[src/cnn_geom_pkg.sv]
// ~~~~~~~~~~~~~~~~~~~~~~~~~~~~~~~~~~~~~~~~~~~~~~~~~
// 26x26 image held as 13x13 quads over four banks
// Address widths are sized for two filters only
// ~~~~~~~~~~~~~~~~~~~~~~~~~~~~~~~~~~~~~~~~~~~~~~~~~
package cnn_geom_pkg;

    // Image and block geometry
    localparam int IMG_QUADS         = 13;            // Quads per row and per column
    localparam int BLOCKS_PER_SIDE   = IMG_QUADS - 1; // 4x4 blocks step one quad
    localparam int BLOCKS_PER_FILTER = 144;
    localparam int FILTERS           = 2;
    localparam int PARAMS_PER_FILTER = 10;            // Bias then nine weights

    // Memory layout
    localparam int NUM_BANKS    = 4;
    localparam int BANK_ADDR_W  = 8;
    localparam int PARAM_ADDR_W = 5;
    localparam int RES_ADDR_W   = 7;

    typedef logic [7:0] pixel_t;   // Pixel or weight

    typedef logic [BANK_ADDR_W-1:0]  bank_addr_t;
    typedef logic [PARAM_ADDR_W-1:0] param_addr_t;
    typedef logic [RES_ADDR_W-1:0]   res_addr_t;

    // Bank index, bit 1 is row parity and bit 0 column parity
    typedef logic [1:0] bank_sel_t;

endpackage
[src/pixel_bank_ram.sv]
// ~~~~~~~~~~~~~~~~~~~~~~~~~~~~~~~~~~~~~~~~~~~~~~~~~
// Single port, read data one cycle after address
// Read during write returns the old word
// ~~~~~~~~~~~~~~~~~~~~~~~~~~~~~~~~~~~~~~~~~~~~~~~~~
`timescale 1ns/1ns

module pixel_bank_ram
    import cnn_geom_pkg::*;
#(
    parameter int DEPTH  = 256,
    parameter int ADDR_W = 8
) (
    input  logic              clk,
    input  logic [ADDR_W-1:0] addr,
    input  pixel_t            wdata,
    input  logic              we,
    output pixel_t            rdata
);

    pixel_t mem [DEPTH];

    always_ff @(posedge clk) begin
        if (we) begin
            mem[addr] <= wdata;
        end
        rdata <= mem[addr];  // Registered read
    end

endmodule

[config.mk]
export PLATFORM = sky130hd
export DESIGN_NAME = pixel_bank_ram
export DESIGN_NICKNAME = d
export VERILOG_FILES = /design/src/cnn_geom_pkg.sv /design/src/pixel_bank_ram.sv
export SDC_FILE = /design/constraint.sdc
export NUM_CORES = 2
export LEC_CHECK = 0
export BUFFER_PORTS_ARGS = -buffer_cell sky130_fd_sc_hd__buf_2
export CAP_MARGIN = 25
export CORE_MARGIN = 3
export CORE_UTILIZATION = 50
export CTS_CLUSTER_SIZE = 10
export DETAILED_ROUTE_END_ITERATION = 6
export GPL_ROUTABILITY_DRIVEN = 0
export GPL_TIMING_DRIVEN = 0
export PLACE_DENSITY = 0.65
export RECOVER_POWER = 50
export REMOVE_ABC_BUFFERS = 1
export SLEW_MARGIN = 30
export SYNTH_ARGS = -nofsm -noshare
export SYNTH_HDL_FRONTEND = slang
export SYNTH_SLANG_ARGS = --single-unit
export TNS_END_PERCENT = 100
[constraint.sdc]
create_clock -name clk -period 5.35 [get_ports clk]
set_input_delay 0.535 -clock clk [delete_from_list [all_inputs] [get_ports clk]]
set_output_delay 0.535 -clock clk [all_outputs]
set_load 0.02 [all_outputs]
; ---- Word-level counts from Yosys, hierarchy flattened
; Memories as Yosys holds them, arrays and structs flattened. A register that Yosys moved wholly into a read port is not among the register bits.
; Cells that the tools add are included.
[totals]
ram_bits = 2048
mem_count = 1
out_inout_bits = 8
inputBits = 18
wordCells = 3
ff_bits = 0
[memory_table]
columns = name, words, width, read_ports, rd_clocked_by_memory_dff, write_ports, line_no
row1 = mem, 256, 8, 1, 1, 1, pixel_bank_ram.sv:20  ; pixel_t mem [DEPTH];
[classes]
n_mux = 2
[ops]
columns = cell, n
row1 = 2-to-1 mux 1 bit, 2

; ---- Longest topological paths before layout
[logic_depth]
word_depth = 2
mapped_depth = 10
mapped_depth_nobuf = 5

; ---- Worst setup path before layout
; Ideal clock, no wire load.
[synth_path]
path_kind = input port to flip-flop
from = in addr[1]
to = mem mem[111][0] (netlist bit) (enable)
setup_slack_ns = 2.596
arrival_time_ns = 2.384
setup_ns = 0.370
stages = 9
n_path_buf = 5
path_cell_list = buf_2 clkbuf_1 clkbuf_1 nand2_1 buf_2 nor2_1 nand2_1 clkbuf_1 nor2_1
[synth_lines]
columns = item, line_no
row1 = start: declaration, pixel_bank_ram.sv:14  ; input logic [ADDR_W-1:0] addr,
row2 = end: declaration, pixel_bank_ram.sv:20
; No word-level cell before the write port.

; ---- Final worst setup path
[layout_path]
from = in wdata[3]
to = mem mem[148][3] (netlist bit) (data pin)
[layout_lines]
columns = item, line_no
row1 = start: declaration, pixel_bank_ram.sv:15  ; input pixel_t wdata,
; No word-level cell before the write port.

==> metrics.txt <==
# TYPE chip_impl_metric gauge
chip_impl_info{name="run_status",value="complete, but fails checks"} 1
chip_impl_info{name="failed_checks",value="max-capacitance violations, max-slew violations"} 1
chip_impl_info{name="clk_root_buffer_cell",value="clkbuf_16"} 1
chip_impl_metric{name="clock_sink_count",unit=""} 2056
chip_impl_metric{name="grt.overflow.total",unit=""} 0
chip_impl_metric{name="number_of_hold_buffers_added_after_cts",unit=""} 0
chip_impl_info{name="final_common_cell",value="edfxtp_1"} 1
chip_impl_metric{name="vias_per_cell",unit=""} 6.36
chip_impl_metric{name="grt_antenna_before_repair",unit=""} 10
chip_impl_metric{name="clock.fmax",unit="MHz"} 233
chip_impl_metric{name="setup_viol_count_final",unit=""} 0
chip_impl_info{name="worst_path_dominant_cell_family",value="buffers and inverters"} 1
chip_impl_info{name="layout.cells.most_common_list",value="edfxtp_1, mux4_2, a22oi_1"} 1
chip_impl_metric{name="core",unit="um^2"} 155000
chip_impl_metric{name="grt_first_pass_wirelength",unit="mm"} 260
chip_impl_info{name="cp_slowest_cell",value="clkdlybuf4s25_1"} 1
chip_impl_info{name="setup_repair_after_global_routing_missed_its_margin",value="false"} 1
chip_impl_info{name="setup_crit_end",value="mem[148][3]"} 1
chip_impl_metric{name="drive_above_1_share",unit="%"} 24.5
chip_impl_metric{name="drc",unit=""} 0
chip_impl_info{name="path_cells",value="clkdlybuf4s25_1 > clkdlybuf4s25_1 > buf_16 > buf_16"} 1
chip_impl_metric{name="gr_usage_total",unit="%"} 22.2
chip_impl_metric{name="ys_warn_count",unit=""} 0
chip_impl_metric{name="wl_per_cell",unit="um"} 31.2
chip_impl_metric{name="syn-cell-area",unit="um^2"} 78500
chip_impl_metric{name="max-clock-path-buffers",unit=""} 3
chip_impl_metric{name="die_y",unit="um"} 402
chip_impl_metric{name="p_total",unit="uW"} 32600
chip_impl_metric{name="final_max_slew_viol_count",unit=""} 977
chip_impl_metric{name="dr_total_vias",unit=""} 36452
chip_impl_metric{name="tightest_slew_margin_relative_to_the_limit",unit="%"} -228
chip_impl_metric{name="row_count",unit=""} 144
chip_impl_metric{name="routed_wl",unit="mm"} 178
chip_impl_metric{name="hpwlAfterDp",unit="mm"} 102
chip_impl_metric{name="clock_transition_at_the_registers_of_the_reported_paths",unit="ns"} 0.06
chip_impl_metric{name="syn_to_final_growth",unit="%"} 12.2
chip_impl_metric{name="ios",unit=""} 26
chip_impl_info{name="terminus_of_the_critical_flop_to_flop_path",value="rdata[7]"} 1
chip_impl_metric{name="ant_nets",unit=""} 0
chip_impl_metric{name="portion_of_the_post_synthesis_area_used_by_sequential_elements",unit="%"} 78.6
chip_impl_metric{name="r2r_cells",unit=""} 5
chip_impl_metric{name="drt_iter0_markers",unit=""} 4145
chip_impl_metric{name="drt_pre_antenna_iters",unit=""} 6
chip_impl_metric{name="yosysUniqueCellTypes",unit=""} 22
chip_impl_metric{name="max_stage_delay",unit="ns"} 3.25
chip_impl_info{name="startpoint",value="wdata[3]"} 1
chip_impl_info{name="crit_path_end_kind",value="flop"} 1
chip_impl_info{name="worst_setup_path_start_kind",value="input pin"} 1
chip_impl_metric{name="post_synth.cell_area_avg",unit="um^2"} 22.1
chip_impl_metric{name="hold_slack",unit="ns"} 0.437
chip_impl_metric{name="ys_ff_latch",unit=""} 2056
chip_impl_metric{name="post_cts.repair.setup_buffers",unit=""} 0
chip_impl_metric{name="port_buffers",unit=""} 25
chip_impl_metric{name="required",unit="ns"} 5.93
chip_impl_metric{name="ir_drop",unit="uV"} 305
chip_impl_info{name="hp-class",value="in -> reg"} 1
chip_impl_metric{name="cts_resized",unit=""} 0
chip_impl_metric{name="critical_path_arrival",unit="ns"} 4.87
chip_impl_metric{name="worst_clock_skew",unit="ns"} 0.0425
chip_impl_metric{name="portion_of_the_clock_cycle_consumed_by_the_worst_path_in_the_final_layout",unit="%"} 80.2
chip_impl_metric{name="reg2reg_slack",unit="ns"} 2.66
chip_impl_metric{name="dieArea",unit="um^2"} 162000
chip_impl_metric{name="cp_bufs_invs",unit=""} 4
chip_impl_metric{name="first_global_vias",unit=""} 37261
chip_impl_metric{name="max_cap_violations",unit=""} 12
chip_impl_metric{name="p_leak",unit="uW"} 0.0265
chip_impl_metric{name="worst-slew-pin-transition",unit="ns"} 4.92
chip_impl_metric{name="period_needed",unit="ns"} 4.29
chip_impl_metric{name="tritoncts.num_buffers",unit=""} 224
chip_impl_metric{name="cts-htree-levels",unit=""} 4
chip_impl_metric{name="start_util",unit="%"} 50.7
chip_impl_metric{name="finalHoldViolations",unit=""} 0
chip_impl_metric{name="netlist_instances",unit=""} 3547
chip_impl_metric{name="final_nets",unit=""} 3649
chip_impl_info{name="cts_tree",value="done"} 1
chip_impl_metric{name="die_width",unit="um"} 402
chip_impl_metric{name="grt_max_degree",unit=""} 122
chip_impl_metric{name="power_per_cell_area",unit="nW/um^2"} 370
chip_impl_info{name="r2r_start",value="mem[169][7]"} 1
chip_impl_info{name="worst-setup-path-type",value="in -> reg"} 1
chip_impl_metric{name="clkLatencyLatePin",unit="ns"} 0.82
chip_impl_metric{name="crit_path_max_fanout",unit=""} 105
chip_impl_metric{name="worst-path-stages",unit=""} 4
## through the flow
step	setup WS [ns]	TNS (ns)	std cells	utilization (%)	area, um^2
final	1.06	0	5727	56.8	88100
after detailed placement	0.637	0	5449	53.1	82300
after CTS	1.51	0	5724	57.0	88300
after global routing	0.694	0	5724	56.8	88100
after floorplan	-2.04	-2163.41	3315	-	77400
after global placement	-18.98	-	5384	51.7	80100
## cells by family after synthesis
kind of cell,Yosys count,synth area share (%)
muxes,512,14.7
AOI/OAI and AO/OA,416,3.62
and+or+nand+nor,330,1.73
DFF,2056,78.6
buffers and inverters,233,1.40
## layer usage
layer  global-route usage [%]  up-vias  wire (um)
met3                     5.18      269      16700
met1                     32.7    19375      73300
met4                     6.34        8       4670
met5                        0        -         48
li1                         -    15171          -
met2                     33.7     1629      83800
## state kept, by name (all words and copies together), names as in the netlist
register,flops
mem,2048
rdata,8
## cell type report
class                      instances  area, um^2
tap                             2044        2560
inverter                           1        3.75
multi-input combinational       1258       16200
timing repair buffer              90        1600
antenna                            3        7.51
clock inverter                    16         258
fill                           11215       66900
clock buffer                     259        5760
sequential                      2056       61700
## power by group
part / switching [uW] / internal (uW)
combinational: 975 / 550
sequential: 22.8 / 17800
clock: 5730 / 7480
total: 6730 / 25800
## synthesized netlist by cell type
library cell,instances,area [um^2]
nand3_1,13,65.1
buf_2,36,180
inv_1,1,3.75
nor2_1,232,871
nand4_1,8,50.1
a22oi_1,256,1920
buf_1,19,71.3
mux4_2,512,11500
nand2_1,28,105
edfxtp_1,2048,61500
a21oi_1,128,641
buf_4,16,120
nor2b_1,7,43.8
nor3_1,30,150
or3_1,1,6.26
o41ai_1,32,280
and2_1,3,18.8
clkbuf_1,145,544
or2_2,2,12.5
nand2b_1,6,37.5
buf_6,16,180
dfxtp_1,8,160
## worst reg2reg max path, delay by kind of cell (launching register included)
kind / cells / cell delay, ns
flip-flops: 1 / 0.37
AND/OR/NAND/NOR: 1 / 0.18
AO/OA/AOI/OAI: 3 / 1.50
multiplexers: 1 / 0.45
## how the worst min path moves through the flow
stage	from	end	slack [ns]	cells past startpoint
after floorplan	wdata[0]	mem[0][0]	0.63	0
after detailed placement	wdata[4]	mem[71][4]	0.92	1
after global routing	addr[7]	rdata[4]	0.41	4
after CTS	wdata[4]	mem[71][4]	0.03	1
final	addr[7]	rdata[4]	0.44	4
after global placement	mem[92][4]	rdata[4]	0.97	5
(Power assumes the default switching activity.)
