$ cat src/cnn_stream_pkg.sv
// ~~~~~~~~~~~~~~~~~~~~~~~~~~~~~~~~~~~~~~~~~~~~~~~~~
// Beat stream and control encodings for the feeder
// ~~~~~~~~~~~~~~~~~~~~~~~~~~~~~~~~~~~~~~~~~~~~~~~~~
package cnn_stream_pkg;

    typedef enum logic [1:0] {
        BEAT_BIAS,
        BEAT_TAP,
        BEAT_CMD
    } beat_kind_t;

    typedef enum logic {
        LOAD_IMAGE,
        LOAD_PARAM
    } load_target_t;

    typedef enum logic [1:0] {
        SEQ_IDLE,
        SEQ_ISSUE,
        SEQ_WAIT
    } seq_state_t;

    // Pooling command sent after the last tap
    localparam logic [7:0] CMD_OPCODE = 8'hC1;
    localparam logic [7:0] CMD_ARG    = 8'h28;

    localparam int TAPS            = 9;
    localparam int BEATS_PER_BLOCK = TAPS + 2;  // Bias, taps, command
    localparam int SLOTS_PER_BLOCK = 14;        // 4 tile reads then 10 param reads

endpackage

$ cat src/cnn_geom_pkg.sv
// ~~~~~~~~~~~~~~~~~~~~~~~~~~~~~~~~~~~~~~~~~~~~~~~~~
// 26x26 image held as 13x13 quads over four banks
// Address widths are sized for two filters only
// ~~~~~~~~~~~~~~~~~~~~~~~~~~~~~~~~~~~~~~~~~~~~~~~~~
package cnn_geom_pkg;

    // Image and block geometry
    localparam int IMG_QUADS         = 13;            // Quads per row and per column
    localparam int BLOCKS_PER_SIDE   = IMG_QUADS - 1; // 4x4 blocks step one quad
    localparam int BLOCKS_PER_FILTER = 144;
    localparam int FILTERS           = 2;
    localparam int PARAMS_PER_FILTER = 10;            // Bias then nine weights

    // Memory layout
    localparam int NUM_BANKS    = 4;
    localparam int BANK_ADDR_W  = 8;
    localparam int PARAM_ADDR_W = 5;
    localparam int RES_ADDR_W   = 7;

    typedef logic [7:0] pixel_t;   // Pixel or weight

    typedef logic [BANK_ADDR_W-1:0]  bank_addr_t;
    typedef logic [PARAM_ADDR_W-1:0] param_addr_t;
    typedef logic [RES_ADDR_W-1:0]   res_addr_t;

    // Bank index, bit 1 is row parity and bit 0 column parity
    typedef logic [1:0] bank_sel_t;

endpackage
$ cat src/window_gather.sv
// ~~~~~~~~~~~~~~~~~~~~~~~~~~~~~~~~~~~~~~~~~~~~~~~~~
// Two tile buffers, one fills while one streams
// Slot data is expected one cycle after the slot
// ~~~~~~~~~~~~~~~~~~~~~~~~~~~~~~~~~~~~~~~~~~~~~~~~~
`timescale 1ns/1ns

module window_gather
    import cnn_geom_pkg::*;
    import cnn_stream_pkg::*;
(
    input  logic       clk,
    input  logic       reset,
    input  logic       slot_valid,
    input  logic [3:0] slot_index,
    input  pixel_t     bank_rdata0,
    input  pixel_t     bank_rdata1,
    input  pixel_t     bank_rdata2,
    input  pixel_t     bank_rdata3,
    input  pixel_t     param_rdata,
    output logic       buf_free,
    output logic       feed_valid,
    input  logic       feed_ready,
    output beat_kind_t feed_kind,
    output pixel_t     feed_pix0,
    output pixel_t     feed_pix1,
    output pixel_t     feed_pix2,
    output pixel_t     feed_pix3,
    output pixel_t     feed_param
);

    pixel_t     tile [2][16];                 // 4x4 row-major
    pixel_t     prm  [2][PARAMS_PER_FILTER];
    pixel_t     bank_rd [4];
    logic [1:0] full;
    logic [1:0] claimed;                      // Buffers owned by fill or emit
    logic       wr_sel;
    logic       rd_sel;
    logic       slot_d_valid;
    logic [3:0] slot_d_index;
    logic [3:0] beat_cnt;
    logic [3:0] tap;
    logic [3:0] tap_base;
    logic       claim;
    logic       release_buf;

    assign bank_rd[0] = bank_rdata0;
    assign bank_rd[1] = bank_rdata1;
    assign bank_rd[2] = bank_rdata2;
    assign bank_rd[3] = bank_rdata3;

    assign claim       = slot_valid && (slot_index == 4'd0);
    assign release_buf = feed_valid && feed_ready && (beat_cnt == 4'(BEATS_PER_BLOCK - 1));
    assign buf_free    = (claimed < 2'd2);
    assign feed_valid  = full[rd_sel];

    // Align slot with RAM read data
    always_ff @(posedge clk) begin
        if (reset) slot_d_valid <= 1'b0;
        else       slot_d_valid <= slot_valid;
        slot_d_index <= slot_index;
    end

    // Tile index bits are {quad row, bank row, quad col, bank col}
    always_ff @(posedge clk) begin
        if (slot_d_valid) begin
            if (slot_d_index < 4'd4) begin
                for (int b = 0; b < 4; b++) begin
                    tile[wr_sel][{slot_d_index[1], b[1], slot_d_index[0], b[0]}] <= bank_rd[b];
                end
            end else begin
                prm[wr_sel][slot_d_index - 4'd4] <= param_rdata;
            end
        end
    end

    always_ff @(posedge clk) begin
        if (reset) begin
            full     <= '0;
            claimed  <= '0;
            wr_sel   <= 1'b0;
            rd_sel   <= 1'b0;
            beat_cnt <= '0;
        end else begin
            claimed <= claimed + 2'(claim) - 2'(release_buf);
            if (slot_d_valid && slot_d_index == 4'(SLOTS_PER_BLOCK - 1)) begin
                full[wr_sel] <= 1'b1;  // Last parameter landed
                wr_sel       <= ~wr_sel;
            end
            if (feed_valid && feed_ready) begin
                if (release_buf) begin
                    beat_cnt     <= '0;
                    full[rd_sel] <= 1'b0;
                    rd_sel       <= ~rd_sel;
                end else begin
                    beat_cnt <= beat_cnt + 4'd1;
                end
            end
        end
    end

    // Tap (i, j) starts at tile index 4i + j
    assign tap      = beat_cnt - 4'd1;
    assign tap_base = 4'((tap / 4'd3) * 4'd4 + (tap % 4'd3));

    always_comb begin
        feed_kind  = BEAT_TAP;
        feed_pix0  = tile[rd_sel][tap_base];
        feed_pix1  = tile[rd_sel][tap_base + 4'd1];
        feed_pix2  = tile[rd_sel][tap_base + 4'd4];
        feed_pix3  = tile[rd_sel][tap_base + 4'd5];
        feed_param = prm[rd_sel][beat_cnt];
        if (beat_cnt == 4'd0) begin
            feed_kind = BEAT_BIAS;  // Bias, no pixels
            feed_pix0 = '0;
            feed_pix1 = '0;
            feed_pix2 = '0;
            feed_pix3 = '0;
        end else if (beat_cnt > 4'(TAPS)) begin
            feed_kind  = BEAT_CMD;
            feed_pix0  = CMD_OPCODE;
            feed_pix1  = '0;
            feed_pix2  = '0;
            feed_pix3  = '0;
            feed_param = CMD_ARG;
        end
    end

    a_feed_stable: assert property (@(posedge clk) disable iff (reset)
        feed_valid && !feed_ready |=> feed_valid &&
            $stable({feed_kind, feed_pix0, feed_pix1, feed_pix2, feed_pix3, feed_param}))
        else $error("feed payload changed while stalled");

endmodule

$ cat config.mk
export PLATFORM = sky130hd
export DESIGN_NAME = window_gather
export DESIGN_NICKNAME = d
export VERILOG_FILES = /design/src/cnn_stream_pkg.sv /design/src/cnn_geom_pkg.sv /design/src/window_gather.sv
export SDC_FILE = /design/constraint.sdc
export NUM_CORES = 1
export LEC_CHECK = 0
export BUFFER_PORTS_ARGS = -buffer_cell sky130_fd_sc_hd__buf_4
export CAP_MARGIN = 20
export CELL_PAD_IN_SITES_DETAIL_PLACEMENT = 2
export CELL_PAD_IN_SITES_GLOBAL_PLACEMENT = 2
export CORE_AREA = 2 2 330 234
export CTS_CLUSTER_SIZE = 14
export DETAILED_ROUTE_END_ITERATION = 6
export DIE_AREA = 0 0 332 236
export HOLD_SLACK_MARGIN = 0.15
export PLACE_DENSITY_LB_ADDON = 0.12
export SKIP_CTS_REPAIR_TIMING = 1
export SLEW_MARGIN = 5
export SYNTH_ARGS = -nofsm -noshare
export SYNTH_HDL_FRONTEND = slang
export SYNTH_SLANG_ARGS = --single-unit
$ cat constraint.sdc
create_clock -name clk -period 10.3 [get_ports clk]
set_input_delay 0.515 -clock clk [delete_from_list [all_inputs] [get_ports clk]]
set_output_delay 0.515 -clock clk [all_outputs]
set_load 0.1 [all_outputs]
==> Yosys cells after proc, flatten, opt, wreduce, memory -nomap -nowiden <==
Memories as Yosys holds them, arrays and structs flattened. A register that Yosys moved wholly into a read port is not among the register bits.
Index checks and enable logic that the tools add are counted.
{ "op_classes": {"n_mux": 445, "magnitude_cmp": 22, "n_addsub": 9, "n_eq_ne": 2, "multipliers": 0, "reduce_logical": 14, "n_shift": 0, "n_bitwise": 399, "div_mod_pow": 2} }
{ "op_table": {"columns": ["cell", "count"], "rows": [
  ["128-bit two-way mux", 4],
  ["1-bit two-way mux", 396],
  ["1-bit bitwise OR", 384],
  ["8-bit two-way mux", 25],
  ["8-bit binary-select mux with 4-bit select", 5],
  ["8-bit demux with 4-bit select", 5],
  ["80-bit two-way mux", 1],
  ["5-bit >= comparator, second input constant", 10],
  ["4-bit inverter with 5-bit output", 10],
  ["5-bit by 1-bit less-than comparator with 1-bit output, second input constant", 5],
  ["2-bit two-way mux", 6],
  ["1-bit logical AND", 11],
  ["4-bit by 1-bit adder with 4-bit output, second input constant", 2],
  ["4-bit by 3-bit adder with 4-bit output, second input constant", 2],
  ["4-bit equality test, second input constant", 2],
  ["4-bit logical NOT", 2],
  ["4-bit adder", 1],
  ["4-bit by 2-bit divider with 4-bit output, second input constant", 1],
  ["4-bit greater-than comparator, second input constant", 1],
  ["1-bit by 2-bit less-than comparator with 1-bit output, second input constant", 2],
  ["4-bit by 3-bit less-than comparator with 1-bit output, second input constant", 1],
  ["4-bit by 2-bit remainder unit with 4-bit output, second input constant", 1],
  ["4-bit two-way mux", 1],
  ["4-bit by 1-bit subtractor with 4-bit output, second input constant", 1],
  ["other kinds (11)", 14]
]} }
{ "totals": {"latch_bits": 0, "output_inout_bits": 44, "input_bits": 48, "wordCells": 902, "romBits": 0, "mem_bits_rw": 416, "reg_bits": 15, "n_memories": 2} }
{ "memory_table": {"columns": ["memory", "words", "width", "rd", "rd_ports_with_merged_regs", "wr", "line", "text"], "rows": [
  ["tile", 2, 128, 1, 1, 1, "window_gather.sv:31", "pixel_t tile [2][16];"],
  ["prm", 2, 80, 1, 1, 1, "window_gather.sv:32", "pixel_t prm [2][PARAMS_PER_FILTER];"]
]} }

==> Depth between registers and ports, before layout <==
Gate-level depths: netlist (run 1).
{ "logic_depth": {"depth_word": 10, "mapped_depth": 35, "depth_no_buf": 23} }

==> Worst setup path after synthesis (run 1) <==
No wires, ideal clock.
{ "synth_timing": {"path_type": "register to output", "from": "reg beat_cnt[0]", "to": "out feed_pix3[7]", "path_stages_with_launch": 34, "n_path_buf": 14, "path_slack_ps": 1211, "arrival_time_ps": 8574, "required_time_ps": 9785, "cell_sequence": "dfxtp_1 -> buf_6 -> clkbuf_1 -> buf_1 -> clkbuf_1 -> clkbuf_1 -> buf_1 -> inv_1 -> ha_1 -> or2_1 -> o21ai_1 -> a2bb2oi_1 -> ha_1 -> o221a_4 -> xnor2_4 -> inv_2 -> buf_2 -> ha_1 -> a311oi_2 -> and4_1 -> buf_6 -> xnor2_4 -> inv_4 -> buf_6 -> buf_2 -> ha_1 -> clkbuf_1 -> clkbuf_1 -> clkbuf_1 -> clkbuf_1 -> nand3_1 -> o21ai_0 -> mux2i_1 -> o22ai_1"} }
{ "synth_via": {"elab_chain_cells": 10, "elab_cells_between_ends": 13, "cone_classes": "add/sub: 3; div: 2; order compare: 1; mux: 5; bitwise: 1; reduce/logical: 1"} }
{ "synth_rtl": {"columns": ["element", "line", "text"], "rows": [
  ["start, declared", "window_gather.sv:40", "logic [3:0] beat_cnt;"],
  ["start signal, assigned", "window_gather.sv:95", "beat_cnt <= beat_cnt + 4'd1;"],
  ["4-bit by 1-bit subtractor with 4-bit output", "window_gather.sv:102", "assign tap = beat_cnt - 4'd1;"],
  ["4-bit by 2-bit remainder unit with 4-bit output or 4-bit by 2-bit divider with 4-bit output (tied branches)", "window_gather.sv:103", "assign tap_base = 4'((tap / 4'd3) * 4'd4 + (tap % 4'd3));"],
  ["4-bit adder", "window_gather.sv:103", null],
  ["4-bit by 3-bit adder with 4-bit output", "window_gather.sv:110", "feed_pix3 = tile[rd_sel][tap_base + 4'd5];"],
  ["4-bit inverter with 5-bit output (implied by the code)", "window_gather.sv:110", null],
  ["8-bit binary-select mux with 4-bit select", "window_gather.sv:110", null],
  ["8-bit two-way mux (implied by the code) (2 in a row)", "window_gather.sv:110", null],
  ["8-bit two-way mux", "window_gather.sv:118", "end else if (beat_cnt > 4'(TAPS)) begin"],
  ["8-bit two-way mux (*)", "window_gather.sv:112", "if (beat_cnt == 4'd0) begin"],
  ["end, declared", "window_gather.sv:27", "output pixel_t feed_pix3,"]
]} }
Every way passes the cells marked *; elsewhere a longest branch is shown, timed or not. The select of a mux whose other input is x is not followed.

==> Worst setup path after layout (run 1) <==
{ "layout_timing": {"from": "reg beat_cnt[0]", "to": "out feed_pix3[1]"} }
The elaborated chain is that of the path after synthesis.

==> key figures, run 1 <==
Synthesis
  – Most common cell in the synthesized netlist: edfxtp_1
  – Synthesized area per cell: between 10 and 15 um2
  – Post-synth top area cell: edfxtp_1
  – Ys async rst share: 0%
  – Synth Register Bits: between 400 and 500
  – Post-synth top cells: edfxtp_1 (416), nand2_1 (315), mux2i_1 (131), nor2_1 (122), clkbuf_1 (74)
  – Number of synthesized flops with an enable pin: ~420
  – Syn Inst Count: around 1.8k
  – Ys flop type: edfxtp_1
  – Seq/Total Area, Yosys: 57.3%
  – Yosys warns: 0
  – Post-synth net total: approximately 1.9k
  – Share of the synthesized area in the top cell type: 55.9%
  – Area contributors post-synth: edfxtp_1 (56%), mux4_2 (7.4%), mux2i_1 (5.9%), nand2_1 (5.3%), mux2_2 (3.1%)
  – Count of cell types in the netlist: 78
  – Cell Area, Synth: 0.0223 mm2

Flow run
  – Number of max-cap violations: 0

Floorplanning
  – FP Rows: 85
  – Die height: 236 um
  – Die area: 0.0784 mm2
  – Initial core utilization: around 30%
  – I/O pins: 92
  – Width of the die: 332 um
  – CORE AREA: about 0.076 mm2

Drt
  – DRT Wirelength: 86.7 mm
  – DRC viols: 0
  – First DRT Iteration DRCs: 1308
  – 1st-pass router iterations: 5
  – Vias: 16.1k
  – Routed vias/inst: 5.53
  – Antenna Nets Post-Route: 0
  – Drt wl/cell: 29.7 um

Setup path
  – Worst path most repeated cell: buf_4
  – CP Data Required Time: 9790 ps
  – Buf/Inv on CP: 6
  – Largest fanout on the critical path: 57
  – Critical path class: register to output pin
  – CP endpoint kind: output pin
  – CP arrival: approximately 9000 ps
  – Critical path's top delay family: compound AO/OA/AOI/OAI gates
  – Setup crit start kind: register
  – Max incr delay on CP: roughly 850 ps
  – Slowest cell on crit path: dfxtp_4
  – Worst path cell trace: inv_1 > ha_1 > nand4bb_1 > o22ai_1 > nand2_1 > ha_1 > o221a_4 > xnor2_4 > inv_2 > ha_2 > a311oi_2 > and4_4 > mux2i_4 > inv_2 > ha_2 > buf_4 > nor2_1 > buf_4 > a32o_1 > a221oi_1 > mux2i_1 > o22ai_1 > buf_4

Clock tree
  – H-Tree Depth: 2
  – Clk slew on worst S/H paths: ~60 ps
  – Sink Count: between 400 and 500
  – Clock Path Buffers: 3
  – Root Buffer: clkbuf_16
  – CTS tree: done
  – Clock Latency Late Sink: 630 ps
  – CTS Buf Count: 49

Global route
  – GRT Total Usage: 21.9%
  – Largest net degree at the start of global routing: 70
  – Initial antenna violation count: 4
  – Global-route wire length before repair: 124 mm
  – Vias in the first global route: 16.7k
  – Gr ovfl total: 0

STA
  – RSZ-0062 raised after global routing: false
  – Hold Violations, Final: 0
  – Period minus WS final: between 9000 and 10000 ps
  – Slew Limit Fails: 0
  – Max Fclk: 105 MHz
  – Setup TNS: 0 ps
  – # setup viols final: 0
  – Period utilisation layout: between 90% and 100%
  – Worst slew pin tran: ~1000 ps
  – Final Skew: ~27 ps
  – Slew HR: 30.0%

Pwr
  – Peak VDD IR: 120 uV
  – Leakage: between 8 and 9 nW
  – Pwr per Cell Area: about 160 mW/mm2

Place
  – Final HPWL DP: roughly 57 mm
  – GPL Wtd Cong: 0.827
  – Input/output buffers: 91

Layout
  – Post-layout util: 34.1%
  – Layout cells sized above 1: 20.1%
  – Nets@finish: 1936
  – Area growth syn-to-layout: 15.4%

Min path
  – Min-delay worst type: primary input to register

Run status
  – Status: finished, final reports clean
-- where the power goes --
part | internal [mW] | switching, mW | total (mW)
clock | 1.01 | 0.768 | 1.78
combinational | 0.0932 | 0.195 | 0.288
sequential | 1.93 | 0.00564 | 1.94
total | 3.04 | 0.969 | 4.00
-- kinds of logic (layout without fill, tap and decap cells) --
logic type               after synthesis  after routing  synth area share [%]
flip-flops                           432            432                  57.3
AND/OR/NAND/NOR                      607            607                  11.9
buffers and inverters                167            268                  3.41
other                                  0              2                     0
multiplexers                         267            267                  16.5
AO/OA/AOI/OAI                        321            321                  9.63
adder cells (fa/ha/maj)               11             11                 0.616
XOR/XNOR                              11             11                 0.666
-- placed cells by master, fill, tap and decap left out, drive strengths merged, types with 9 or more instances in the layout --
cell type	instances
nand2	315
o21ai	78
nand3	29
nor4	18
ha	11
o22ai	37
xnor2	11
mux2	62
a21o	27
nor2	125
dfxtp	16
a221oi	10
o2111ai	9
mux2i	132
buf	135
a32o	9
mux4	73
a21oi	59
a31oi	15
inv	37
clkinv	21
clkbuf	64
a211oi	16
and3	9
nor3	51
nor2b	14
edfxtp	416
-- cell type report --
type,instances,area [um2]
clock buffer,63,1320
tap,1000,1250
clock inverter,28,284
fill,7888,49900
timing repair buffer,141,1070
inverter,36,138
sequential,432,12800
antenna,2,5.00
multi-input combinational,1217,8900
-- stage by stage --
stage / hold slack (ps) / cell area (um2) / cells / power (mW) / setup slack [ps]
6_report: 173 / 25800 / 2919 / 4.00 / 808
5_1_grt: 166 / 25800 / 2918 / 4.12 / 408
4_1_cts: -38.1 / 25700 / 2911 / 4.05 / 807
3_5_place_dp: 499 / 24100 / 2820 / 2.26 / 1490
3_3_place_gp: 474 / 24100 / 2820 / 2.25 / 1730
2_1_floorplan: 461 / 22300 / 1816 / 2.14 / 1210
-- registers in the layout (all words and copies together), names as in the netlist, 2 cells and up, named ones only --
signal        cells
beat_cnt          4
full              2
prm             160
claimed           2
tile            256
slot_d_index      4
-- layer usage --
layer,track usage (%),up-vias,part of all wire (%),wire (um)
met4,4.46,0,1.7,1480
li1,-,7057,-,-
met5,0,-,0,0
met3,4.00,86,5.4,4690
met2,31.9,374,42,36600
met1,33.6,8622,51,43900
-- path summary, 6_finish.rpt --
check	to	start	slack [ps]	depth (start not counted)
setup / recovery	feed_pix3[1]	beat_cnt[0]	810	23
hold / removal	tile[1][46]	bank_rdata0[6]	170	1
setup reg to reg	tile[0][114]	slot_d_valid	7300	5
hold reg to reg	full[1]	full[1]	510	2
Power figures use the tool's default switching activity.
==> inputs of run 2 (changes only) <==
Settings changed: BUFFER_PORTS_ARGS -buffer_cell sky130_fd_sc_hd__buf_4 to default, DONT_BUFFER_PORTS from default to 1.
==> run 2 against run 1 <==
Against the previous run:
- routed wire length up 0.64%
- total power up 1.5%
- critical endpoint is now feed_pix1[7]
- sequential cell count unchanged
- largest power group unchanged
- global-route usage about the same
- setup slack better by 380 ps
- largest cell class unchanged
- utilization up 0.41 points
==> key figures, run 2 (synthesis results as in run 1) <==
Layout
  – Layout cells sized above 1: between 10% and 20%
  – Max FFs per register: ~260
  – Most frequent cells in the layout: edfxtp_1 (416), nand2_1 (315), mux2i_1 (131)
  – Most common cell after layout, fill and taps aside: edfxtp_1
  – Area growth syn-to-layout: 16.8%
  – Filler cells: 7841
  – Nets@finish: 1916

Setup path
  – Largest fanout on the critical path: 39
  – CP endpoint kind: output pin
  – Critical path class: register to output pin
  – CP Data Required Time: 9790 ps
  – CP arrival: 8600 ps
  – Setup crit start kind: register

Drt
  – Routed vias/inst: 5.56
  – Vias: around 16k
  – First DRT Iteration DRCs: 1301
  – Antenna Nets Post-Route: 0
  – Drt wl/cell: 30.1 um
  – DRT Wirelength: 87.2 mm
  – DRC viols: 0
  – 1st-pass router iterations: 5

STA
  – Slew Limit Fails: 0
  – Final Skew: 22.6 ps
  – Slew HR: a little under a quarter
  – Worst slew pin tran: 1160 ps
  – Period utilisation layout: 88.5%
  – Setup TNS: 0 ps
  – Hold Violations, Final: 0
  – Max Fclk: around 110 MHz
  – RSZ-0062 raised after global routing: false
  – Period minus WS final: 9110 ps
  – # setup viols final: 0

Pwr
  – P_sw: slightly below 1 mW
  – Tot Pwr: ~4.1 mW
  – Peak VDD IR: 108 uV
  – Reg power frac: a little under half
  – Leakage: 8.55 nW
  – Clock power frac: 45.1%
  – Combinational share of power: 7.2%
  – Pwr per Cell Area: 156 mW/mm2
  – Net Sw Frac: 23.9%
  – Int Power: between 3 and 4 mW

Clock tree
  – CTS tree: done
  – Clock Path Buffers: 3
  – CTS Buf Count: 49
  – H-Tree Depth: 2
  – Sink Count: about 430
  – Clock Latency Late Sink: 620 ps
  – Clk slew on worst S/H paths: 60 ps
  – Root Buffer: clkbuf_16

Min path
  – Min-delay worst type: primary input to register

Place
  – Input/output buffers: 0
  – GPL Wtd Cong: 0.805
  – Final HPWL DP: 57.1 mm

Global route
  – Vias in the first global route: 16.7k
  – GRT Total Usage: ~22%
  – Initial antenna violation count: 5
  – Gr ovfl total: 0
  – Largest net degree at the start of global routing: 71
  – Global-route wire length before repair: 124 mm

Floorplanning
  – FP Rows: 85
  – Width of the die: 332 um
  – Die height: 236 um
  – CORE AREA: about 0.076 mm2
  – Die area: between 0.07 and 0.08 mm2
  – Initial core utilization: 29.5%
  – I/O pins: 92

Flow run
  – Number of max-cap violations: 0

Run status
  – Status: finished, final reports clean
-- run 2: power groups by stage --
stage | Combinational (mW) | Clock, mW | Sequential, mW
2_1_floorplan | 0.166 | 0 | 1.97
3_3_place_gp | 0.244 | 0 | 1.98
3_5_place_dp | 0.251 | 0 | 1.98
4_1_cts | 0.252 | 1.88 | 1.94
5_1_grt | 0.315 | 1.94 | 1.94
6_report | 0.293 | 1.83 | 1.94
-- run 2: through the flow --
step           utilization, %  setup WS [ps]  instance area (um2)  std cells  hold WS, ps
4_1_cts                  33.8           1190                25600       2849         -120
3_3_place_gp             31.6           2120                23900       2757          480
2_1_floorplan               -           1210                22300       1816          461
5_1_grt                  34.5            519                26100       2897          152
6_report                 34.5           1190                26100       2897          138
3_5_place_dp             31.7           1870                24000       2759          497
-- run 2: final timing paths --
check                       to  cells after the start      startpoint  slack [ps]
setup / recovery  feed_pix1[7]                     22     beat_cnt[1]        1190
hold / removal     tile[0][68]                      2  bank_rdata3[4]         140
setup reg to reg    claimed[1]                      9     beat_cnt[1]        7080
hold reg to reg        full[0]                      2         full[0]         510
-- run 2: worst max-delay path, stage by stage, from the launching register on --
cell       delay (ps)
dfxtp_1           940
inv_1             210
ha_1              350
nand4bb_1         360
o22ai_1           150
nand2_1           110
ha_1              320
o221a_4           300
xnor2_4           130
inv_2             240
ha_2              330
a311oi_2          280
and4_4            580
mux2i_4           640
inv_2             220
ha_2              620
buf_4             550
o221ai_1          230
nand3_1           150
o2111ai_1         260
mux2_1            400
o22ai_2           350
buf_12            230
-- run 2: area by class of cell --
cell class                 count  area [um2]  share of cell area [%]
clock inverter                30         353                    1.35
clock buffer                  60        1290                    4.94
inverter                      36         138                   0.527
multi-input combinational   1217        9100                    34.9
sequential                   432       12800                    49.1
tap                         1000        1250                    4.79
antenna                        1        2.50                 0.00959
timing repair buffer         121        1140                    4.37
-- run 2: metal layers --
layer / track usage (%) / share of wire [%]
met2: 30.9 / 42
met4: 4.99 / 1.7
met3: 3.99 / 5.8
met5: 0 / 0.013
met1: 34.4 / 51
