<file path="config.mk">
export PLATFORM = sky130hd
export DESIGN_NAME = block_sequencer
export DESIGN_NICKNAME = d
export VERILOG_FILES = /design/src/cnn_stream_pkg.sv /design/src/cnn_geom_pkg.sv /design/src/block_sequencer.sv
export SDC_FILE = /design/constraint.sdc
export NUM_CORES = 1
export LEC_CHECK = 0
export BUFFER_PORTS_ARGS = -buffer_cell sky130_fd_sc_hd__buf_2
export CAP_MARGIN = 20
export CORE_MARGIN = 2
export CORE_UTILIZATION = 56
export DETAILED_ROUTE_END_ITERATION = 8
export PLACE_DENSITY = 0.79
export SLEW_MARGIN = 20
export SYNTH_ARGS = -nofsm -noshare
export SYNTH_HDL_FRONTEND = slang
export SYNTH_SLANG_ARGS = --single-unit
export TNS_END_PERCENT = 20
</file>
<file path="constraint.sdc">
create_clock -name clk -period 3.9 [get_ports clk]
set_input_delay 0.39 -clock clk [delete_from_list [all_inputs] [get_ports clk]]
set_output_delay 0.39 -clock clk [all_outputs]
set_load 0.1 [all_outputs]
</file>
<file path="src/cnn_stream_pkg.sv">
// ~~~~~~~~~~~~~~~~~~~~~~~~~~~~~~~~~~~~~~~~~~~~~~~~~
// Beat stream and control encodings for the feeder
// ~~~~~~~~~~~~~~~~~~~~~~~~~~~~~~~~~~~~~~~~~~~~~~~~~
package cnn_stream_pkg;

    typedef enum logic [1:0] {
        BEAT_BIAS,
        BEAT_TAP,
        BEAT_CMD
    } beat_kind_t;

    typedef enum logic {
        LOAD_IMAGE,
        LOAD_PARAM
    } load_target_t;

    typedef enum logic [1:0] {
        SEQ_IDLE,
        SEQ_ISSUE,
        SEQ_WAIT
    } seq_state_t;

    // Pooling command sent after the last tap
    localparam logic [7:0] CMD_OPCODE = 8'hC1;
    localparam logic [7:0] CMD_ARG    = 8'h28;

    localparam int TAPS            = 9;
    localparam int BEATS_PER_BLOCK = TAPS + 2;  // Bias, taps, command
    localparam int SLOTS_PER_BLOCK = 14;        // 4 tile reads then 10 param reads

endpackage

</file>
<file path="src/cnn_geom_pkg.sv">
// ~~~~~~~~~~~~~~~~~~~~~~~~~~~~~~~~~~~~~~~~~~~~~~~~~
// 26x26 image held as 13x13 quads over four banks
// Address widths are sized for two filters only
// ~~~~~~~~~~~~~~~~~~~~~~~~~~~~~~~~~~~~~~~~~~~~~~~~~
package cnn_geom_pkg;

    // Image and block geometry
    localparam int IMG_QUADS         = 13;            // Quads per row and per column
    localparam int BLOCKS_PER_SIDE   = IMG_QUADS - 1; // 4x4 blocks step one quad
    localparam int BLOCKS_PER_FILTER = 144;
    localparam int FILTERS           = 2;
    localparam int PARAMS_PER_FILTER = 10;            // Bias then nine weights

    // Memory layout
    localparam int NUM_BANKS    = 4;
    localparam int BANK_ADDR_W  = 8;
    localparam int PARAM_ADDR_W = 5;
    localparam int RES_ADDR_W   = 7;

    typedef logic [7:0] pixel_t;   // Pixel or weight

    typedef logic [BANK_ADDR_W-1:0]  bank_addr_t;
    typedef logic [PARAM_ADDR_W-1:0] param_addr_t;
    typedef logic [RES_ADDR_W-1:0]   res_addr_t;

    // Bank index, bit 1 is row parity and bit 0 column parity
    typedef logic [1:0] bank_sel_t;

endpackage
</file>
<file path="src/block_sequencer.sv">
// ~~~~~~~~~~~~~~~~~~~~~~~~~~~~~~~~~~~~~~~~~~~~~~~~~
// Blocks run filter, quad row, quad column order
// A block's 14 slots go out back to back
// ~~~~~~~~~~~~~~~~~~~~~~~~~~~~~~~~~~~~~~~~~~~~~~~~~
`timescale 1ns/1ns

module block_sequencer
    import cnn_geom_pkg::*;
    import cnn_stream_pkg::*;
(
    input  logic        clk,
    input  logic        reset,
    input  logic        start_valid,
    output logic        start_ready,
    output logic        slot_valid,
    output logic [3:0]  slot_index,
    output bank_addr_t  img_addr,
    output param_addr_t param_addr,
    input  logic        buf_free,
    output logic        job_start
);

    seq_state_t state;
    logic [1:0] filt_cnt;
    logic [3:0] qr_cnt;
    logic [3:0] qc_cnt;
    logic [3:0] slot_cnt;
    logic       last_slot;
    logic       last_col;
    logic       last_row;
    logic       last_filt;

    assign start_ready = (state == SEQ_IDLE);
    assign job_start   = start_valid && start_ready;
    assign slot_valid  = (state == SEQ_ISSUE);
    assign slot_index  = slot_cnt;

    assign last_slot = (slot_cnt == 4'(SLOTS_PER_BLOCK - 1));
    assign last_col  = (qc_cnt == 4'(BLOCKS_PER_SIDE - 1));
    assign last_row  = (qr_cnt == 4'(BLOCKS_PER_SIDE - 1));
    assign last_filt = (filt_cnt == 2'(FILTERS - 1));

    // Tile slot k reads the quad at (qr + k[1], qc + k[0])
    assign img_addr = bank_addr_t'(qr_cnt * IMG_QUADS + qc_cnt
                                   + (slot_cnt[1] ? IMG_QUADS : 0) + slot_cnt[0]);

    // Slots 4..13 walk the filter's bias and weights
    assign param_addr = (slot_cnt < 4'd4) ? '0 :
                        param_addr_t'(filt_cnt * PARAMS_PER_FILTER + slot_cnt - 4);

    always_ff @(posedge clk) begin
        if (reset) begin
            state    <= SEQ_IDLE;
            filt_cnt <= '0;
            qr_cnt   <= '0;
            qc_cnt   <= '0;
            slot_cnt <= '0;
        end else begin
            case (state)
                SEQ_IDLE: begin
                    if (start_valid) begin
                        filt_cnt <= '0;
                        qr_cnt   <= '0;
                        qc_cnt   <= '0;
                        slot_cnt <= '0;
                        state    <= SEQ_WAIT;
                    end
                end
                SEQ_WAIT: begin
                    if (buf_free) state <= SEQ_ISSUE;  // Gather has room for a block
                end
                SEQ_ISSUE: begin
                    if (last_slot) begin
                        slot_cnt <= '0;
                        if (last_col) begin
                            qc_cnt <= '0;
                            if (last_row) begin
                                qr_cnt   <= '0;
                                filt_cnt <= filt_cnt + 2'd1;
                            end else begin
                                qr_cnt <= qr_cnt + 4'd1;
                            end
                        end else begin
                            qc_cnt <= qc_cnt + 4'd1;
                        end
                        // Whole job issued
                        state <= (last_col && last_row && last_filt) ? SEQ_IDLE : SEQ_WAIT;
                    end else begin
                        slot_cnt <= slot_cnt + 4'd1;
                    end
                end
                default: state <= SEQ_IDLE;
            endcase
        end
    end

    // Gather must still have room when the first slot of a block goes out
    a_block_needs_buffer: assert property (@(posedge clk) disable iff (reset)
        slot_valid && (slot_cnt == 4'd0) |-> buf_free)
        else $error("block issued while gather had no free buffer");

endmodule

</file>
# Word-level counts from Yosys, hierarchy flattened
# Index checks and enable logic that the tools add are counted.
# word_totals
word_cells	60
output_inout_bits	20
reg_bits	16
# classes
n_eq_ne	11
n_addsub	9
n_lt_le_gt_ge	1
reduce_logical	10
multipliers	2
n_mux	22
# op_table
operator	count
$mux 4	8
$pmux 4 s2	3
$add 8x4->8	2
$mux 2	8
$add 4x1->4 const B	3
$eq 4x4->1 const B	3
$add 8x1->8	1
$mul 4x4->8 const B	1
$ne 2x1->1 const B	3
$pmux 2 s3	1
$reduce_and 3->1	2
$add 5x4->5	1
$mux 5	1
$reduce_and 5->1	1
$sub 5x3->5 const B	1
$eq 2x1->1 const B	2
$lt 4x3->1 const B	1
$mul 2x3->4 const B	1
$ne 2x2->1 const B	2
$pmux 2 s2	1
$reduce_and 4->1	1
$logic_and 1x1->1	3
$add 2x1->2 const B	1
$eq 2x2->1 const B	1
3 further kinds	3

# Depth between registers and ports, before layout
# Gate-level depths: netlist (run 1).
# logic_depth
ltp_word	6
ltp_mapped	12

# Least setup slack after synthesis (run 1)
# No wires, ideal clock.
# synth_path
path_type	reg-to-output
start	register slot_cnt[1], in the netlist slot_index[1]
end	output img_addr[6]
path_stages_with_launch	12
slack_ns	-1.317
arrival_time_ns	4.827
path_buffers	0
path_cell_list	dfxtp_1 -> inv_1 -> fa_1 -> inv_1 -> ha_1 -> fa_1 -> inv_1 -> fa_1 -> nor2b_1 -> o21ai_0 -> nand2_1 -> xor2_1
# synth_between
elab_chain_cells	3
# synth_rtl
element	line	source
from (decl)	block_sequencer.sv:27	logic [3:0] slot_cnt;
from (signal assigned)	block_sequencer.sv:89	slot_cnt <= slot_cnt + 4'd1;
$mux 4	block_sequencer.sv:45	+ (slot_cnt[1] ? IMG_QUADS : 0) + slot_cnt[0]);
$add 8x4->8	block_sequencer.sv:45	
$add 8x1->8	block_sequencer.sv:45	
to (decl)	block_sequencer.sv:17	output bank_addr_t img_addr,
# Every way passes these cells.

# Worst setup path after layout (run 1)
# Ends and elaborated chain as after synthesis.

==> results by group, run 1 <==
Run status
  • Run status: finished clean

Clocking
  • CTS buffer count: 3
  • CTS max path bufs: 2
  • Postcts setup bufs: 0
  • CTS tree: built
  • # hold bufs at CTS: 0
  • Clock latency on the worst-skew pair: 0.29 ns
  • CTS H-tree depth: 1
  • Reg clk slew, reported paths: 0.10 ns
  • CTS sink cnt: 16
  • Root Buffer: clkbuf_4

Job
  • MaxCap Viol Count: 0

Worst setup path
  • Reg2reg end: filt_cnt[1]
  • CP max-delay cell: fa_1
  • Flop-to-flop setup slack: 2.01 ns
  • CP arrival: 3.32 ns
  • Worst R2R Path Depth: 6
  • Largest stage delay, worst path: 0.54 ns
  • Req. time, crit path: 3.51 ns
  • Crit path to: img_addr[6]
  • Crit-path cells: inv_1 > fa_1 > inv_1 > ha_1 > ha_1 > ha_1 > inv_1 > fa_2 > nor2b_1 > o21ai_0 > nand2_1 > xor2_4 > buf_12
  • Worst setup EP type: output port
  • R2R Path Start: slot_index[1]
  • CP startpoint kind: register
  • Crit. Startpoint: slot_index[1]
  • Max FO, Critical Path: 6
  • CP Class: reg -> out

Die
  • I/O pin cnt: 24
  • Core Footprint: 2520 um2
  • Initial Utilization: 0.598
  • Die width: 55.9 um
  • Die Y-Extent: 55.9 um
  • Die area: 3120 um2
  • Core Rows: 18

Placed design
  • GPL Wtd Cong: 0.850
  • Final HPWL from detailed placement: 2.47 mm
  • Number of placed cells counting well taps: 225
  • IO buf count: 23

Yosys
  • Synth Register Bits: 16
  • Synth cell types: 38
  • Mean Syn Cell Area: 8.57 um2
  • Synth Warn #: 0
  • Mapped Area: 1510 um2
  • Number of flops mapped to enable cells by yosys: 0
  • Post-synth ARST share: 0
  • Synth Flop Type: dfxtp_1
  • Seq/Total Area, Yosys: 0.212
  • Cells after Synth: 176
  • Synthesized Nets: 213

Cells and area
  • Final #Nets: 237
  • Area growth syn-to-layout: 18.0%
  • Fraction of layout cells with a size suffix above 1: 0.216
  • Non-filler cells, final: 229
  • Util after Layout: 0.705
  • Antenna cells: 0
  • Fillers: 210

STA
  • Setup TNS: 0 ns
  • Max Clk Rate: 0.270 GHz
  • Worst-Margin Slew: 0.559 ns
  • Unrepaired setup endpoints after global routing: yes
  • Fin. max-slew vios: 0
  • Post-route minimum period: 3.71 ns
  • Tcrit/Tclk final: 0.951
  • Hold Fails Final Rpt: 0
  • Final setup viols: 0
  • Slew margin rel.: 0.627
  • Clk_skew: 0.0117 ns
  • Hold Slack: 0.368 ns

GRT
  • Antenna violations before repair: 0
  • GRT Total Usage: 0.213
  • Grt total ovfl: 0
  • First-pass GRT wire length: 5.35 mm
  • Number of global-route vias before repair: 1239
  • Largest net degree at the start of global routing: 19

Worst hold path
  • Worst Hold Class: in -> reg

Routing
  • Detail Route Antenna Nets: 0
  • Length of the first detailed-routing pass in iterations: 4
  • DR DRC count: 0
  • Via density: 5.55
  • DRT iter0 DRCs: 31
  • DR vias: 1272
  • Total routed wirelength: 3.05 mm
  • Drt wl/cell: 13.3 um

Power
  • Maximum VDD drop: 0.245 mV
  • Leakage: 0.893 nW
  • Pwr Density: 205 nW/um2
==> layout by cell type (no fill, tap or decap), drive strengths merged, types with 7 or more instances in the layout <==
| cell | instances |
|---|---|
| fa | 8 |
| nor2 | 12 |
| a21oi | 14 |
| buf | 22 |
| dfxtp | 16 |
| ha | 25 |
| nand2 | 10 |
| inv | 28 |
| nand3 | 7 |
==> flip-flops by register name (all words and copies together) (netlist names) <==
signal      flops
state           2
slot_index      4
filt_cnt        2
qc_cnt          4
qr_cnt          4
==> final cells by class <==
cell class | count | area, um2 | share of cell area
Multi-Input combinational cell | 128 | 1130 | 0.633
Sequential cell | 16 | 327 | 0.184
Timing Repair Buffer | 23 | 148 | 0.0830
Inverter | 28 | 105 | 0.0591
Tap cell | 30 | 37.5 | 0.0211
Clock buffer | 4 | 36.3 | 0.0204
==> report_power, final <==
part / internal, mW / switching (mW)
clock network: 0.0569 / 0.0545
registers: 0.165 / 0.00608
logic: 0.0190 / 0.0633
==> repair_timing <==
action	4_1_cts	5_1_grt
endpoints found under the setup margin	0	3
gates resized for setup	0	4
endpoints found under the hold margin	0	0
==> how the worst min path moves through the flow <==
stage | startpoint | slack [ns] | to | cells past startpoint
3_3_place_gp | qc_cnt[0] | 0.48 | qc_cnt[0] | 2
5_1_grt | buf_free | 0.37 | state[1] | 3
3_5_place_dp | qc_cnt[0] | 0.49 | qc_cnt[0] | 2
6_report | buf_free | 0.37 | state[1] | 3
4_1_cts | buf_free | 0.36 | state[0] | 3
2_1_floorplan | qc_cnt[1] | 0.46 | qc_cnt[1] | 2
==> per-layer routing <==
metal  vias to the layer above  GRT usage  wire length (um)
met1                       596      0.283              1470
met5                         -          0                 0
met2                        34      0.359              1420
met4                         0     0.0340                 0
li1                        642          -                 -
met3                         0     0.0512               150
==> stage by stage <==
step	setup slack (ns)	power, mW	area, um2
floorplan	-0.0508	0.245	1580
global placement	0.428	0.255	1730
detailed placement	0.365	0.257	1730
CTS	0.0187	0.368	1770
global route	-0.0328	0.383	1780
finish	0.190	0.365	1780
==> cell families (layout without fill, tap and decap cells) <==
| kind of cell | Yosys count | in the layout | synth area share |
|---|---|---|---|
| simple gates | 56 | 56 | 0.208 |
| fa+ha+maj | 33 | 33 | 0.314 |
| buf+inv | 32 | 55 | 0.0871 |
| compound gates | 31 | 31 | 0.132 |
| flops | 16 | 16 | 0.212 |
| xor+xnor | 8 | 8 | 0.0465 |
==> synth_stat cells (2+ instances only) <==
cell,n,share of area
nor2_1,12,0.030
xnor2_1,6,0.035
fa_1,8,0.11
xor2_1,2,0.012
o31ai_1,3,0.015
nor2b_1,4,0.017
clkbuf_1,2,0.0050
nand2_1,10,0.025
nand3b_1,3,0.015
and2_1,2,0.0083
ha_1,25,0.21
nand4_1,3,0.012
nand2b_1,2,0.0083
a21oi_1,14,0.046
inv_1,28,0.070
nand3_1,7,0.023
o21ai_0,5,0.017
nor3_1,5,0.017
dfxtp_1,16,0.21
==> critical path: cells and delay by family (launching register included) <==
family                     cells  cell delay [ns]
adders and majority gates      5             1.71
AOI/OAI and AO/OA              1             0.07
DFF                            1             0.40
xor gates and xnor gates       1             0.18
and+or+nand+nor                2             0.27
buffers and inverters          4             0.42
Note: power is estimated with default switching activity, not from simulation.
==> run 2: changes to the inputs <==
--- a/config.mk
+++ b/config.mk
@@ -8,9 +8,9 @@
 export BUFFER_PORTS_ARGS = -buffer_cell sky130_fd_sc_hd__buf_2
 export CAP_MARGIN = 20
 export CORE_MARGIN = 2
-export CORE_UTILIZATION = 56
+export CORE_UTILIZATION = 35
 export DETAILED_ROUTE_END_ITERATION = 8
-export PLACE_DENSITY = 0.79
+export PLACE_DENSITY = 0.54
 export SLEW_MARGIN = 20
 export SYNTH_ARGS = -nofsm -noshare
 export SYNTH_HDL_FRONTEND = slang
==> run 2 against run 1 <==
Critical path depth down 2. Largest cell class unchanged. Cell area up 2.2%. Total power up 11%. Cell count up 8.7%.
==> results by group, run 2 (synthesized netlist as in run 1, its figures left out) <==
Clocking
  • # resized after CTS: 0
  • CTS tree: built
  • CTS max path bufs: 2
  • CTS sink cnt: 16
  • Clock latency on the worst-skew pair: 0.25 ns
  • Postcts setup bufs: 0
  • # hold bufs at CTS: 0
  • Reg clk slew, reported paths: 0.07 ns
  • CTS buffer count: 3
  • CTS H-tree depth: 1
  • Root Buffer: clkbuf_8

Worst setup path
  • CP max-delay cell: fa_1
  • Req. time, crit path: 3.51 ns
  • Crit-path cells: inv_1 > fa_1 > inv_1 > ha_1 > fa_1 > ha_1 > a21oi_1 > nor2b_1 > nor2_1 > xnor2_2 > buf_2
  • CP Class: reg -> out
  • Worst setup EP type: output port
  • Crit path buf inv count: 3
  • Kind of cell adding the most delay to the critical path: adder cells
  • Max FO, Critical Path: 6
  • CP startpoint kind: register
  • CP arrival: 3.30 ns
  • Largest stage delay, worst path: 0.54 ns

Placed design
  • IO buf count: 23
  • Final HPWL from detailed placement: 2.74 mm
  • GPL Wtd Cong: 0.819
  • Placed Area: 1760 um2
  • Pre-CTS setup slack: 0.381 ns

GRT
  • First-pass GRT wire length: 5.79 mm
  • Antenna violations before repair: 0
  • Largest net degree at the start of global routing: 19
  • GRT Total Usage: 0.148
  • Number of global-route vias before repair: 1176
  • Grt total ovfl: 0

Die
  • Core Footprint: 4090 um2
  • Initial Utilization: 0.369
  • Die Y-Extent: 69.6 um
  • I/O pin cnt: 24
  • Die width: 69.6 um
  • Core Rows: 23
  • Die area: 4850 um2

Routing
  • DRT iter0 DRCs: 56
  • Drt wl/cell: 13.3 um
  • Total routed wirelength: 3.32 mm
  • Met3 routed WL: 160 um
  • Length of the first detailed-routing pass in iterations: 4
  • DR DRC count: 0
  • Detail Route Antenna Nets: 0
  • DR vias: 1269
  • WL met1: 1.58 mm
  • Via density: 5.10
  • Met2 wire length: 1.57 mm
  • Max Used Layer: met4

STA
  • Final setup viols: 0
  • Unrepaired setup endpoints after global routing: no
  • Post-route minimum period: 3.69 ns
  • Clk_skew: 0.00482 ns
  • Max Clk Rate: 0.271 GHz
  • Hold Slack: 0.414 ns
  • Hold Fails Final Rpt: 0
  • Worst-Margin Slew: 0.585 ns
  • Fin. max-slew vios: 0
  • Tcrit/Tclk final: 0.947
  • Slew margin rel.: 0.610
  • Setup WS post-layout: 0.208 ns

Cells and area
  • Final #Nets: 237
  • Fraction of layout cells with a size suffix above 1: 0.211
  • Antenna cells: 0
  • Area growth syn-to-layout: 20.7%
  • Most common cell after layout, fill and taps aside: inv_1
  • Most frequent cells in the layout: 28 x inv_1, 25 x ha_1, 21 x buf_2, 14 x dfxtp_1, 13 x a21oi_1
  • Final instance area: 1820 um2

Power
  • Maximum VDD drop: 0.210 mV
  • Leakage: 0.901 nW
  • Pwr Density: 222 nW/um2

Job
  • MaxCap Viol Count: 0

Worst hold path
  • Worst Hold Class: in -> reg

Run status
  • Run status: finished clean
==> run 2: changes by cell type in the layout (fill, tap and decap cells not counted) <==
cell      change
dfxtp_2       -1
clkbuf_8      +3
buf_2         +1
dfxtp_1       +1
clkbuf_4      -4
==> run 2: per-layer routing <==
metal / track usage / up-vias
li1: - / 639
met1: 0.204 / 608
met2: 0.240 / 20
met3: 0.0378 / 2
met4: 0.0192 / 0
met5: 0 / -
==> run 2: worst paths after layout <==
| kind | from | to | slack, ns | depth (start not counted) |
|---|---|---|---|---|
| setup / recovery | slot_index[1] | img_addr[5] | 0.21 | 11 |
| hold / removal | buf_free | state[1] | 0.41 | 3 |
| setup reg to reg | slot_index[1] | filt_cnt[1] | 2.03 | 6 |
| hold reg to reg | qc_cnt[0] | qc_cnt[0] | 0.51 | 2 |
==> run 2: area by class of cell <==
class / instances / area [um2]
fillers: 416 / 2270
multi-input cells: 128 / 1130
flip-flops and latches: 16 / 325
repair buffers: 23 / 145
inverters: 28 / 105
well taps: 50 / 62.6
clock buffers: 4 / 55.1
==> run 2: report_power, final <==
group | switching [mW] | internal (mW) | total [mW]
logic | 0.0645 | 0.0190 | 0.0835
clock network | 0.0598 | 0.0896 | 0.149
registers | 0.00618 | 0.165 | 0.172
==> run 2: through the flow <==
step           std cells  TNS [ns]   util  total power [mW]
2_1_floorplan        176   -0.0508      -             0.245
3_3_place_gp         245         0  0.430             0.258
3_5_place_dp         245         0  0.430             0.258
4_1_cts              249         0  0.444             0.412
5_1_grt              249         0  0.445             0.425
6_report             249         0  0.445             0.405
==> run 2: worst reg2reg max path: cells and delay by family, from the launching register on <==
kind	cells	cell delay, ns
compound gates	2	0.37
fa+ha+maj	1	0.21
buf+inv	1	0.16
flops	1	0.37
simple gates	2	0.68
==> run 3: changes to the inputs <==
--- a/config.mk
+++ b/config.mk
@@ -6,11 +6,12 @@
 export NUM_CORES = 1
 export LEC_CHECK = 0
 export BUFFER_PORTS_ARGS = -buffer_cell sky130_fd_sc_hd__buf_2
-export CAP_MARGIN = 20
+export CORE_ASPECT_RATIO = 1.4
 export CORE_MARGIN = 2
 export CORE_UTILIZATION = 35
 export DETAILED_ROUTE_END_ITERATION = 8
 export PLACE_DENSITY = 0.54
+export RECOVER_POWER = 100
 export SLEW_MARGIN = 20
 export SYNTH_ARGS = -nofsm -noshare
 export SYNTH_HDL_FRONTEND = slang
==> run 3 against run 2 <==
Clock skew up 0.0026 ns. Clock-buffer cell count did not move. Maximum frequency fell by 0.44%. Register-to-register slack worse by 0.24 ns. Cell area fell by 3.8%. Core utilization decreased by 2.5 points. Combinational power down 3.5%. Largest power group unchanged.
==> results by group, run 3 (synthesized netlist as in run 1, its figures left out) <==
Worst setup path
  • Max FO, Critical Path: 6
  • CP Class: reg -> out
  • Kind of cell adding the most delay to the critical path: adder cells
  • Crit path buf inv count: 4
  • CP arrival: 3.32 ns
  • Most frequent CP cell: inv_1
  • CP startpoint kind: register
  • CP max-delay cell: fa_1
  • Worst setup EP type: output port
  • Req. time, crit path: 3.51 ns
  • Crit-path cells: inv_1 > fa_1 > inv_1 > ha_1 > fa_1 > inv_1 > fa_2 > nor2b_1 > o21ai_0 > nand2_1 > xor2_4 > buf_6
  • Largest stage delay, worst path: 0.55 ns

Die
  • Die area: 4860 um2
  • Core Rows: 28
  • Initial Utilization: 0.362
  • I/O pin cnt: 24
  • Die Y-Extent: 81.7 um
  • Die width: 59.5 um
  • Core Footprint: 4170 um2

Cells and area
  • Most common cell after layout, fill and taps aside: inv_1
  • Most frequent cells in the layout: 28 x inv_1, 25 x ha_1, 16 x clkbuf_1, 14 x dfxtp_1, 13 x a21oi_1
  • Antenna cells: 0
  • Final #Nets: 237
  • Area growth syn-to-layout: 16.1%
  • Util after Layout: 0.420
  • Fraction of layout cells with a size suffix above 1: 0.116
  • Non-filler cells, final: 244
  • Final instance area: 1750 um2

STA
  • Post-route minimum period: 3.71 ns
  • Clk_skew: 0.00738 ns
  • Fin. max-slew vios: 0
  • Unrepaired setup endpoints after global routing: no
  • Worst-Margin Slew: 1.17 ns
  • Slew margin rel.: 0.220
  • Tcrit/Tclk final: 0.951
  • Hold Fails Final Rpt: 0
  • Final setup viols: 0
  • Max Clk Rate: 0.270 GHz

Placed design
  • Placed Area: 1750 um2
  • Final HPWL from detailed placement: 2.75 mm
  • IO buf count: 23
  • Number of placed cells counting well taps: 240
  • GPL Wtd Cong: 0.800

Power
  • Maximum VDD drop: 0.143 mV
  • Post-layout total power: 0.382 mW
  • Pwr Density: 218 nW/um2
  • Leakage: 0.814 nW

Routing
  • Via density: 5.31
  • DR vias: 1295
  • Detail Route Antenna Nets: 0
  • Total routed wirelength: 3.30 mm
  • DR DRC count: 0
  • DRT iter0 DRCs: 18
  • Length of the first detailed-routing pass in iterations: 4
  • Drt wl/cell: 13.5 um

Clocking
  • # hold bufs at CTS: 0
  • CTS sink cnt: 16
  • CTS H-tree depth: 1
  • Clock latency on the worst-skew pair: 0.25 ns
  • CTS max path bufs: 2
  • CTS buffer count: 3
  • Root Buffer: clkbuf_8
  • CTS tree: built
  • Reg clk slew, reported paths: 0.07 ns

GRT
  • Number of global-route vias before repair: 1265
  • GRT Total Usage: 0.154
  • First-pass GRT wire length: 5.70 mm
  • Largest net degree at the start of global routing: 19
  • Antenna violations before repair: 0
  • Grt total ovfl: 0

Job
  • MaxCap Viol Count: 0

Run status
  • Run status: finished clean

Worst hold path
  • Worst Hold Class: in -> reg
-- run 3: layout make-up --
class,count,area [um2]
clock buffer,4,45.0
fill,427,2420
inverter,28,105
multi-input combinational,128,1110
sequential,16,325
tap,45,56.3
timing repair buffer,23,109
-- run 3: worst register-to-register path: cells and delay by family (launching register included) --
family	cells	cell delay (ns)
AO/OA/AOI/OAI	3	1.09
adder cells (fa/ha/maj)	1	0.22
buffers and inverters	1	0.17
flip-flops	1	0.37
AND/OR/NAND/NOR	1	0.16
-- run 3: final timing paths --
path	startpoint	to	slack [ns]	cells past startpoint
worst max-delay path	slot_index[1]	img_addr[6]	0.19	12
worst min-delay path	buf_free	state[0]	0.42	3
worst max register to register	slot_index[1]	qr_cnt[3]	1.79	6
worst min register to register	qc_cnt[0]	qc_cnt[0]	0.50	2
-- run 3: repair_timing --
item	in CTS	in global routing
endpoints found under the setup margin	0	2
buffers inserted	0	0
gates resized for setup	0	2
-- run 3: power by group --
group          switching, mW  total (mW)  internal [mW]
logic                 0.0640      0.0806         0.0166
clock network         0.0580       0.130         0.0724
registers            0.00542       0.171          0.165
total                  0.127       0.382          0.254
-- run 3: per-layer routing --
metal / wire [um] / vias to the layer above / track usage
met2: 1780 / 23 / 0.291
met4: 71 / 0 / 0.0614
met5: 0 / - / 0
met3: 97 / 8 / 0.0157
met1: 1350 / 626 / 0.171
li1: - / 638 / -
-- run 3: per-stage QoR --
| step | worst slack (ns) | TNS (ns) | hold slack [ns] |
|---|---|---|---|
| 2_1_floorplan | -0.0508 | -0.0508 | 0.465 |
| 3_3_place_gp | 0.432 | 0 | 0.484 |
| 3_5_place_dp | 0.342 | 0 | 0.490 |
| 4_1_cts | 0.0739 | 0 | 0.418 |
| 5_1_grt | 0.0249 | 0 | 0.433 |
| 6_report | 0.191 | 0 | 0.422 |
